===== config.mk =====
export PLATFORM = sky130hd
export DESIGN_NAME = ntm_logistic_top
export DESIGN_NICKNAME = d
export VERILOG_FILES = /design/src/logic/ntm_pkg.sv /design/src/logic/ntm_logistic_top.sv /design/src/logic/ntm_matrix_logistic.sv /design/src/logic/ntm_scalar_logistic.sv /design/src/logic/ntm_vector_logistic.sv
export VERILOG_INCLUDE_DIRS = /design/src /design/src/logic
export SDC_FILE = /design/constraint.sdc
export NUM_CORES = 1
export LEC_CHECK = 0
export ABC_CLOCK_PERIOD_IN_PS = 13170
export BUFFER_PORTS_ARGS = -buffer_cell sky130_fd_sc_hd__buf_2
export CAP_MARGIN = 5
export CORE_MARGIN = 4
export CORE_UTILIZATION = 45
export CTS_CLUSTER_DIAMETER = 120
export DETAILED_ROUTE_END_ITERATION = 12
export PLACE_DENSITY = 0.64
export SYNTH_ARGS = -nofsm -noshare
export SYNTH_HDL_FRONTEND = slang
export SYNTH_HIERARCHICAL = 1
export SYNTH_SLANG_ARGS = --single-unit

===== constraint.sdc =====
create_clock -name CLK -period 13.17 [get_ports CLK]
set_clock_uncertainty 0.2 [all_clocks]
set_input_delay 1.317 -clock CLK [delete_from_list [all_inputs] [get_ports CLK]]
set_output_delay 1.317 -clock CLK [all_outputs]
set_load 0.1 [all_outputs]

===== src/logic/ntm_defines.svh =====
`ifndef NTM_DEFINES_SVH
`define NTM_DEFINES_SVH

////////////////////////////////////////////////////////////////////////////
// Fixed-point format
////////////////////////////////////////////////////////////////////////////

// Word width, two's complement
`define NTM_DATA_W 16
// Fraction bits, Q8.8
`define NTM_FRAC_W 8

////////////////////////////////////////////////////////////////////////////
// Matrix shape
////////////////////////////////////////////////////////////////////////////

// Largest row or column count
`define NTM_MAX_DIM 64

`endif


===== src/logic/ntm_pkg.sv =====
`default_nettype none

`include "ntm_defines.svh"

package ntm_pkg;

  // Size width, holds 0 up to NTM_MAX_DIM inclusive
  localparam int NTM_SIZE_W = $clog2(`NTM_MAX_DIM + 1);

  // Signed fixed-point word
  typedef logic signed [`NTM_DATA_W-1:0] ntm_data_t;

  // Element count
  typedef logic [NTM_SIZE_W-1:0] ntm_size_t;

  // Matrix shape
  typedef struct packed {
    ntm_size_t size_i;
    ntm_size_t size_j;
  } ntm_dims_t;

  // Result word with end-of-vector tag
  typedef struct packed {
    ntm_data_t data;
    logic      last;
  } ntm_elem_t;

endpackage

`default_nettype wire


===== src/logic/ntm_logistic_top.sv =====
`timescale 1ns/1ps
`default_nettype none

`include "ntm_defines.svh"

module ntm_logistic_top import ntm_pkg::*; (
  input  logic      CLK,
  input  logic      RST,
  input  logic      START,
  input  logic      DATA_IN_I_ENABLE,
  input  logic      DATA_IN_J_ENABLE,
  input  ntm_dims_t DIMS,
  input  ntm_data_t DATA_IN,
  output ntm_data_t DATA_OUT,
  output logic      DATA_OUT_I_ENABLE,
  output logic      DATA_OUT_J_ENABLE,
  output logic      READY
);

  // Matrix controller
  ntm_matrix_logistic matrix_logistic_inst (
    .CLK               (CLK),
    .RST               (RST),
    .start             (START),
    .data_in_i_enable  (DATA_IN_I_ENABLE),
    .data_in_j_enable  (DATA_IN_J_ENABLE),
    .dims              (DIMS),
    .data_in           (DATA_IN),
    .data_out          (DATA_OUT),
    .data_out_i_enable (DATA_OUT_I_ENABLE),
    .data_out_j_enable (DATA_OUT_J_ENABLE),
    .ready             (READY)
  );

endmodule

`default_nettype wire


===== src/logic/ntm_matrix_logistic.sv =====
`timescale 1ns/1ps
`default_nettype none

`include "ntm_defines.svh"

module ntm_matrix_logistic import ntm_pkg::*; (
  input  logic      CLK,
  input  logic      RST,
  input  logic      start,
  input  logic      data_in_i_enable,
  input  logic      data_in_j_enable,
  input  ntm_dims_t dims,
  input  ntm_data_t data_in,
  output ntm_data_t data_out,
  output logic      data_out_i_enable,
  output logic      data_out_j_enable,
  output logic      ready
);

  // Input side state
  logic      armed;
  ntm_dims_t dims_q;
  ntm_size_t row_in;
  ntm_size_t col_in;

  logic first_col;
  logic last_col;
  logic last_row;
  logic accept;

  // Vector stage link
  logic      vec_start;
  logic      vec_in_enable;
  ntm_size_t vec_size;
  ntm_data_t vec_in;
  logic      vec_out_enable;
  ntm_elem_t vec_out;

  // Output side state
  ntm_size_t rows_done;
  ntm_size_t out_size_i;
  logic      row_end;
  logic      mat_end;

  ////////////////////////////////////////////////////////////////////////////
  // Input acceptance
  ////////////////////////////////////////////////////////////////////////////

  // I strobe only at column 0, J strobe elsewhere
  assign first_col = (col_in == '0);
  assign last_col  = (col_in == dims_q.size_j - 1'b1);
  assign last_row  = (row_in == dims_q.size_i - 1'b1);
  assign accept    = armed & (first_col ? data_in_i_enable : data_in_j_enable);

  always_ff @(posedge CLK or posedge RST) begin
    if (RST) begin
      armed  <= 1'b0;
      row_in <= '0;
      col_in <= '0;
    end else if (start) begin
      armed  <= 1'b1;
      row_in <= '0;
      col_in <= '0;
    end else if (accept) begin
      if (last_col) begin
        col_in <= '0;
        // Final element disarms, next START may follow at once
        if (last_row) begin
          armed <= 1'b0;
        end else begin
          row_in <= row_in + 1'b1;
        end
      end else begin
        col_in <= col_in + 1'b1;
      end
    end
  end

  // Shape latched at START
  always_ff @(posedge CLK) begin
    if (start) begin
      dims_q <= dims;
    end
  end

  // Row count for the output side, taken on the first element
  // so a following START does not disturb results still in flight
  always_ff @(posedge CLK) begin
    if (vec_start && (row_in == '0)) begin
      out_size_i <= dims_q.size_i;
    end
  end

  // New vector on each row's first element
  assign vec_start     = accept & first_col;
  assign vec_in_enable = accept;
  assign vec_size      = dims_q.size_j;
  assign vec_in        = data_in;

  ntm_vector_logistic vector_logistic_inst (
    .CLK        (CLK),
    .RST        (RST),
    .start      (vec_start),
    .in_enable  (vec_in_enable),
    .size       (vec_size),
    .data_in    (vec_in),
    .out_enable (vec_out_enable),
    .data_out   (vec_out)
  );

  ////////////////////////////////////////////////////////////////////////////
  // Completion
  ////////////////////////////////////////////////////////////////////////////

  assign row_end = vec_out_enable & vec_out.last;
  assign mat_end = row_end & (rows_done == out_size_i - 1'b1);

  always_ff @(posedge CLK or posedge RST) begin
    if (RST) begin
      rows_done <= '0;
    end else if (row_end) begin
      rows_done <= mat_end ? '0 : rows_done + 1'b1;
    end
  end

  // Results leave in the cycle they appear
  assign data_out          = vec_out.data;
  assign data_out_j_enable = vec_out_enable;
  assign data_out_i_enable = row_end;
  assign ready             = mat_end;

endmodule

`default_nettype wire


===== src/logic/ntm_scalar_logistic.sv =====
`timescale 1ns/1ps
`default_nettype none

`include "ntm_defines.svh"

module ntm_scalar_logistic import ntm_pkg::*; (
  input  logic      CLK,
  input  logic      RST,
  input  logic      in_enable,
  input  ntm_data_t data_in,
  input  logic      last_in,
  output logic      out_enable,
  output ntm_elem_t data_out
);

  // One extra bit so that the magnitude of the most negative word fits
  localparam int MW = `NTM_DATA_W + 1;

  // Breakpoints and offsets in Q format
  localparam logic [MW-1:0] ONE_V  = MW'(1) << `NTM_FRAC_W;
  localparam logic [MW-1:0] BRK_2  = (MW'(19) << `NTM_FRAC_W) >> 3;
  localparam logic [MW-1:0] BRK_5  = MW'(5) << `NTM_FRAC_W;
  localparam logic [MW-1:0] OFF_1  = ONE_V >> 1;
  localparam logic [MW-1:0] OFF_2  = (MW'(5) << `NTM_FRAC_W) >> 3;
  localparam logic [MW-1:0] OFF_3  = (MW'(27) << `NTM_FRAC_W) >> 5;

  logic signed [MW-1:0] ext;
  logic [MW-1:0]        mag;
  logic                 neg;
  logic [MW-1:0]        pos_val;
  ntm_data_t            result;

  ////////////////////////////////////////////////////////////////////////////
  // Piecewise-linear evaluation
  ////////////////////////////////////////////////////////////////////////////

  always_comb begin
    // Sign extend, then fold to magnitude
    ext = data_in;
    neg = ext[MW-1];
    mag = neg ? -ext : ext;

    // Segment select on |x|
    if (mag < ONE_V) begin
      pos_val = (mag >> 2) + OFF_1;
    end else if (mag < BRK_2) begin
      pos_val = (mag >> 3) + OFF_2;
    end else if (mag < BRK_5) begin
      pos_val = (mag >> 5) + OFF_3;
    end else begin
      // Saturated
      pos_val = ONE_V;
    end

    // Mirror for negative inputs, 1 - f(|x|)
    if (neg) begin
      result = ntm_data_t'(ONE_V - pos_val);
    end else begin
      result = ntm_data_t'(pos_val);
    end
  end

  // Output register, one cycle latency
  always_ff @(posedge CLK or posedge RST) begin
    if (RST) begin
      out_enable <= 1'b0;
      data_out   <= '0;
    end else begin
      out_enable <= in_enable;
      if (in_enable) begin
        data_out.data <= result;
        data_out.last <= last_in;
      end
    end
  end

endmodule

`default_nettype wire


===== src/logic/ntm_vector_logistic.sv =====
`timescale 1ns/1ps
`default_nettype none

`include "ntm_defines.svh"

module ntm_vector_logistic import ntm_pkg::*; (
  input  logic      CLK,
  input  logic      RST,
  input  logic      start,
  input  logic      in_enable,
  input  ntm_size_t size,
  input  ntm_data_t data_in,
  output logic      out_enable,
  output ntm_elem_t data_out
);

  // Vector length and running element index
  ntm_size_t len;
  ntm_size_t cnt;

  // Index and length seen by the current element
  ntm_size_t idx;
  ntm_size_t len_cur;
  logic      is_last;

  // Input register feeding the evaluator
  logic      sc_in_enable;
  ntm_data_t sc_in;
  logic      sc_last;

  ////////////////////////////////////////////////////////////////////////////
  // Element counting
  ////////////////////////////////////////////////////////////////////////////

  // start arrives with the first element, so bypass the stored values
  always_comb begin
    idx     = start ? '0 : cnt;
    len_cur = start ? size : len;
    is_last = (idx == len_cur - 1'b1);
  end

  always_ff @(posedge CLK or posedge RST) begin
    if (RST) begin
      len <= '0;
      cnt <= '0;
    end else begin
      if (start) begin
        len <= size;
        cnt <= '0;
      end
      // Wrap after the tagged element
      if (in_enable) begin
        if (is_last) begin
          cnt <= '0;
        end else begin
          cnt <= idx + 1'b1;
        end
      end
    end
  end

  ////////////////////////////////////////////////////////////////////////////
  // Input stage
  ////////////////////////////////////////////////////////////////////////////

  always_ff @(posedge CLK or posedge RST) begin
    if (RST) begin
      sc_in_enable <= 1'b0;
    end else begin
      sc_in_enable <= in_enable;
    end
  end

  // Word and flag travel together
  always_ff @(posedge CLK) begin
    if (in_enable) begin
      sc_in   <= data_in;
      sc_last <= is_last;
    end
  end

  // Evaluator, flag passes through unchanged
  ntm_scalar_logistic scalar_logistic_inst (
    .CLK        (CLK),
    .RST        (RST),
    .in_enable  (sc_in_enable),
    .data_in    (sc_in),
    .last_in    (sc_last),
    .out_enable (out_enable),
    .data_out   (data_out)
  );

endmodule

`default_nettype wire


Word level (Yosys, flattened, before mapping)
Cells that the tools add are included.
Operators by class
  add/subtract/negate cells: 13
  $lt $le $gt $ge: 3
  equality and inequality tests: 5
  mux-type cells: 22
  bitwise logic cells: 4
  reductions and logical operators: 8
Operator list (number)
  7-bit two-way mux: 12
  16-bit two-way mux: 3
  7-bit by 1-bit adder with 7-bit output, second input constant: 4
  7-bit == test: 4
  7-bit by 1-bit subtractor with 7-bit output, second input constant: 4
  17-bit by 10-bit < comparator with 1-bit output, second input constant: 1
  17-bit by 11-bit < comparator with 1-bit output, second input constant: 1
  17-bit by 9-bit < comparator with 1-bit output, second input constant: 1
  17-bit two-way mux: 1
  16-bit negator with 17-bit output: 1
  15-bit by 8-bit adder with 16-bit output, second input constant: 1
  9-bit by 16-bit subtractor with 16-bit output, first input constant: 1
  14-bit by 8-bit adder with 15-bit output, second input constant: 1
  7-bit zero test: 2
  12-bit by 8-bit adder with 13-bit output, second input constant: 1
  13-bit two-way mux: 1
  3-bit AND reduction: 2
  2-bit nonzero test: 3
  1-bit two-way mux: 5
  1-bit AND: 4
  2-bit inequality test, second input constant: 1
  1-bit logical AND: 1
Word-level totals
  flip-flop bits (word level): 93
  input port bits: 35
  output and inout port bits: 19
  logic and storage cells: 70

Logic depth before layout (Yosys ltp)
  depth in word-level cells: 9
  gate-level depth with buffers: 19
  depth with buffers taken out: 17

By module
Netlist, hierarchy kept.
Modules (own cells, without submodules)
  ntm_matrix_logistic: times used 1, cells an instance 244, area each 2519.9 µm²
  ntm_scalar_logistic: times used 1, cells an instance 211, area each 1775.5 µm²
  ntm_vector_logistic: times used 1, cells an instance 116, area each 1462.7 µm²

Least setup slack after synthesis
Ideal clock, no wire load.
  path type: reg2out
  start: reg matrix_logistic_inst.vector_logistic_inst.scalar_logistic_inst.out_enable
  end: out READY
  arrival time: 4085 ps
  required time: 11653 ps
  slack: 7568 ps
  stages on the path, launching flop included: 5
  path buffers: 0
  path through: dfrtp_1 -> nand2_1 -> nor3_1 -> nand4_1 -> a211oi_1
Between the ends
  word-level cells in the longest chain between the ends: 2
RTL lines
  start: declaration: RTL line ntm_scalar_logistic.sv:12  | output logic out_enable,
  start signal: assignment: RTL line ntm_scalar_logistic.sv:69  | out_enable <= in_enable;
  1-bit AND: RTL line ntm_matrix_logistic.sv:115  | assign row_end = vec_out_enable & vec_out.last;
  1-bit AND: RTL line ntm_matrix_logistic.sv:116  | assign mat_end = row_end & (rows_done == out_size_i - 1'b1);
  end: declaration: RTL line ntm_logistic_top.sv:17  | output logic READY
No other way between the ends.

Worst setup path in the final report
  start: reg matrix_logistic_inst.vector_logistic_inst.sc_in[2]
  end: reg, netlist name matrix_logistic_inst/vector_logistic_inst/scalar_logistic_inst/data_out[5]
Between the ends
  word-level cells in the longest chain between the ends: 8
  elaborated cells between the ends (all ways): 13
  those cells by class: add/sub (5); order compare (3); mux (5)
RTL lines
  start: declaration: RTL line ntm_vector_logistic.sv:28  | ntm_data_t sc_in;
  start signal: assignment: RTL line ntm_vector_logistic.sv:77  | sc_in <= data_in;
  16-bit negator with 17-bit output: RTL line ntm_scalar_logistic.sv:41  | mag = neg ? -ext : ext;
  17-bit two-way mux *: RTL line ntm_scalar_logistic.sv:41
  17-bit by 11-bit < comparator with 1-bit output or 12-bit by 8-bit adder with 13-bit output (tied branches): RTL line ntm_scalar_logistic.sv:48, ntm_scalar_logistic.sv:49
  13-bit two-way mux: RTL line ntm_scalar_logistic.sv:48  | end else if (mag < BRK_5) begin
  16-bit two-way mux: RTL line ntm_scalar_logistic.sv:46  | end else if (mag < BRK_2) begin
  16-bit two-way mux *: RTL line ntm_scalar_logistic.sv:44  | if (mag < ONE_V) begin
  9-bit by 16-bit subtractor with 16-bit output: RTL line ntm_scalar_logistic.sv:57  | result = ntm_data_t'(ONE_V - pos_val);
  16-bit two-way mux *: RTL line ntm_scalar_logistic.sv:56  | if (neg) begin
Every way passes the cells marked *; elsewhere a longest branch is shown, timed or not.
A chain may end at the register's enable or synchronous reset.

==> results.toml <==
[cts]
htree_levels = 3
clkTransAtPathRegs_ns = 0.06
tritoncts = "yes"
numCtsBuffers = 9
post_cts_buffers = 0
clock_latency_ns = 0.34
clockBufferDepth = 2
ctsResizeCount = 0
ctsRootBufferMaster = "clkbuf_16"
cts_sinks = 93
postCtsHoldBufs = 0

[detailed_routing]
finalWirelength_um = 12400
drc = 0
dr.pass1.iters = 5
drtAntennaViolNets = 0
vias = 4485
viasPerCell = 5.64
drt-initial-drc-count = 469
routedWlPerCell_um = 15.6

[critical_path]
path_class = "flip-flop to flip-flop"
crit_arrival_ns = 5.15
crit_chain = "or4_1 > or3_4 > nand2_1 > xor2_1 > inv_1 > ha_1 > o211ai_1 > a311o_1 > o211ai_4 > nand2_1 > o32ai_1 > inv_1 > ha_1 > o2111ai_1 > nand2_1 > xnor2_1 > mux2_2"
critPathMostFrequentCell = "nand2_1"
cp-end-kind = "flip-flop"
worstPathRequired_ns = 13.20
crit_slowest_cell = "or4_1"
cp-start-kind = "flip-flop"
worst-path-max-fanout = 15
cpPeakStageDelay_ns = 0.85
r2r_cells = 17

[grt]
antenna_found_initial = 0
grt_pass1_wl_um = 21100
grt.overflow.total = 0
grt_max_degree = 35
grt_use_total_pct = 17.9
first_global_vias = 4338

[timing]
setup_slack_ns = 8.05
setup_viol = 0
finalCritPeriodShare_pct = 38.9
final_hold_viol_count = 0
rsz0062_at_grt = "no"
slew_violations = 0
fmax_mhz = 195
slew_headroom_pct = 27.5
setup-tns-final_ns = 0
worstMarginPinSlew_ns = 1.08
period_minus_slack_ns = 5.12

[synthesis]
yosysWarnings = 6
synthArstFlopShare_pct = 59.1
synth_edf_count = 38
ys_top_cells_by_area = "dfrtp_1 (24%), edfxtp_1 (20%), xnor2_1 (6.2%)"
ys_seq_elements = 93
yosysUniqueCellTypes = 88
syn_area_per_cell_um2 = 10.1
syn_inst = 571
synth_top_area_share_pct = 23.9
yosysSeqAreaShare_pct = 43.7
yosysTopAreaCell = "dfrtp_1"
ys_top_cells_by_count = "dfrtp_1 (55), nand2_1 (53), xnor2_1 (41), edfxtp_1 (38), nor2_1 (38)"
syn_nets = 622
syn-cell-area_mm2 = 0.00576
synthMostInstantiatedCell = "dfrtp_1"
synth_ff_type = "dfrtp_1"

[floorplan]
die_y_um = 121
core_area_mm2 = 0.0126
dieArea_mm2 = 0.0147
initial_core_util_pct = 45.8
io_pins = 54
rows = 41
die_x_um = 121

[place]
dp.cells = 779
gp_congestion = 0.975
io_buffer_count = 53
dp_slack_ns = 8.14
dpl.hpwl_um = 9090
post_dp_cell_area_mm2 = 0.00617

[pwr]
peakVddDrop_v = 0.0000920
leakage_nw = 2.62
power.density_mw_per_mm2 = 225

[hold_path]
holdPathStages = 1
min_path_type = "flip-flop to flip-flop"

[final_layout]
nets = 669
regArea_mm2 = 0.00252
num_antenna_cells = 0
multi_input_area_mm2 = 0.00301
n_fill_cell = 1166
final_area_mm2 = 0.00646
fin_util_pct = 51.4
syn2layout_area_growth_pct = 12.2
layoutNonFillerInstCount = 795
drive_gt1_share_pct = 17.2

[job]
max_cap_violations = 0

[outcome]
status = "finished clean"
## final timing paths
kind / start / endpoint / slack [ns]
min in group asynchronous: RST / matrix_logistic_inst/vector_logistic_inst/len[2]$_DFF_PP0_ / 0.86
worst min register to register: matrix_logistic_inst/vector_logistic_inst/sc_last$_DFFE_PP_ / flip-flop / 0.28
worst max-delay path: matrix_logistic_inst/vector_logistic_inst/sc_in[2]$_DFFE_PP_ / flip-flop / 8.05
worst min-delay path: matrix_logistic_inst/vector_logistic_inst/sc_last$_DFFE_PP_ / flip-flop / 0.28
worst max register to register: matrix_logistic_inst/vector_logistic_inst/sc_in[2]$_DFFE_PP_ / flip-flop / 8.05
max in group asynchronous: RST / matrix_logistic_inst/col_in[4]$_DFFE_PP0P_ / 11.30
## stage by stage
step	hold WS (ns)	power, mW
after floorplan	0.152	1.06
after global placement	0.261	1.19
after detailed placement	0.268	1.20
after CTS	0.283	1.46
after global routing	0.291	1.55
final	0.282	1.45
## cells in the final DEF (no fill, tap or decap), types with 4 or more instances in the layout
| cell | netlist | final |
|---|---|---|
| nand2b_1 | 7 | 7 |
| a21oi_1 | 20 | 20 |
| or2_2 | 4 | 4 |
| o31ai_1 | 13 | 13 |
| ha_1 | 16 | 16 |
| o31a_1 | 5 | 5 |
| xor2_1 | 23 | 23 |
| buf_2 | 1 | 53 |
| a211oi_1 | 8 | 8 |
| and3_1 | 5 | 5 |
| clkbuf_16 | 0 | 10 |
| nand3_1 | 17 | 17 |
| dfrtp_1 | 55 | 55 |
| or3_1 | 10 | 10 |
| or4_1 | 4 | 4 |
| nand4_1 | 8 | 8 |
| nor2_1 | 38 | 38 |
| o21ai_0 | 20 | 20 |
| inv_1 | 35 | 35 |
| a31oi_1 | 7 | 7 |
| nor4_1 | 7 | 7 |
| nor3_1 | 14 | 14 |
| xnor2_1 | 41 | 41 |
| nor2b_1 | 4 | 4 |
| nand2_1 | 53 | 53 |
| mux2i_1 | 7 | 7 |
| edfxtp_1 | 38 | 38 |
| o21ai_1 | 5 | 5 |
| mux2_2 | 7 | 7 |
## final cells by class
| cell class | instances | area share [%] |
|---|---|---|
| Multi-Input combinational cell | 421 | 46.6 |
| Sequential cell | 93 | 39.0 |
| Timing Repair Buffer | 56 | 4.46 |
| Clock buffer | 14 | 4.26 |
| Tap cell | 172 | 3.33 |
| Inverter | 37 | 2.17 |
| Clock inverter | 2 | 0.252 |
## layer usage
metal  wire [µm]  up-vias  GRT usage [%]
li1            -     2179              -
met1        5300     2173           22.3
met2        6370      112           30.4
met3         491       21           3.54
met4         266        0           7.65
met5           0        -              0
## logic make-up (layout without fill, tap and decap cells)
kind of cell | after synthesis | after routing | synth area share [%]
muxes | 15 | 15 | 2.85
AOI/OAI and AO/OA | 131 | 131 | 18.1
buffers and inverters | 57 | 109 | 4.06
adders and majority gates | 17 | 17 | 3.65
and+or+nand+nor | 194 | 194 | 17.9
DFF | 93 | 93 | 43.7
xor gates and xnor gates | 64 | 64 | 9.73
## power breakdown
| part | internal [mW] | leakage, nW | switching [mW] |
|---|---|---|---|
| logic | 0.223 | 1.39 | 0.503 |
| registers | 0.391 | 1.09 | 0.0849 |
| clock network | 0.145 | 0.138 | 0.107 |
## worst max-delay path, delay by kind of cell (launching register included)
| family | cells | cell delay [ns] |
|---|---|---|
| fa+ha+maj | 2 | 0.46 |
| compound gates | 5 | 1.38 |
| buf+inv | 2 | 0.23 |
| xor+xnor | 2 | 0.25 |
| mux | 1 | 0.27 |
| simple gates | 5 | 1.81 |
| flops | 1 | 0.41 |
Power figures use the tool's default switching activity.
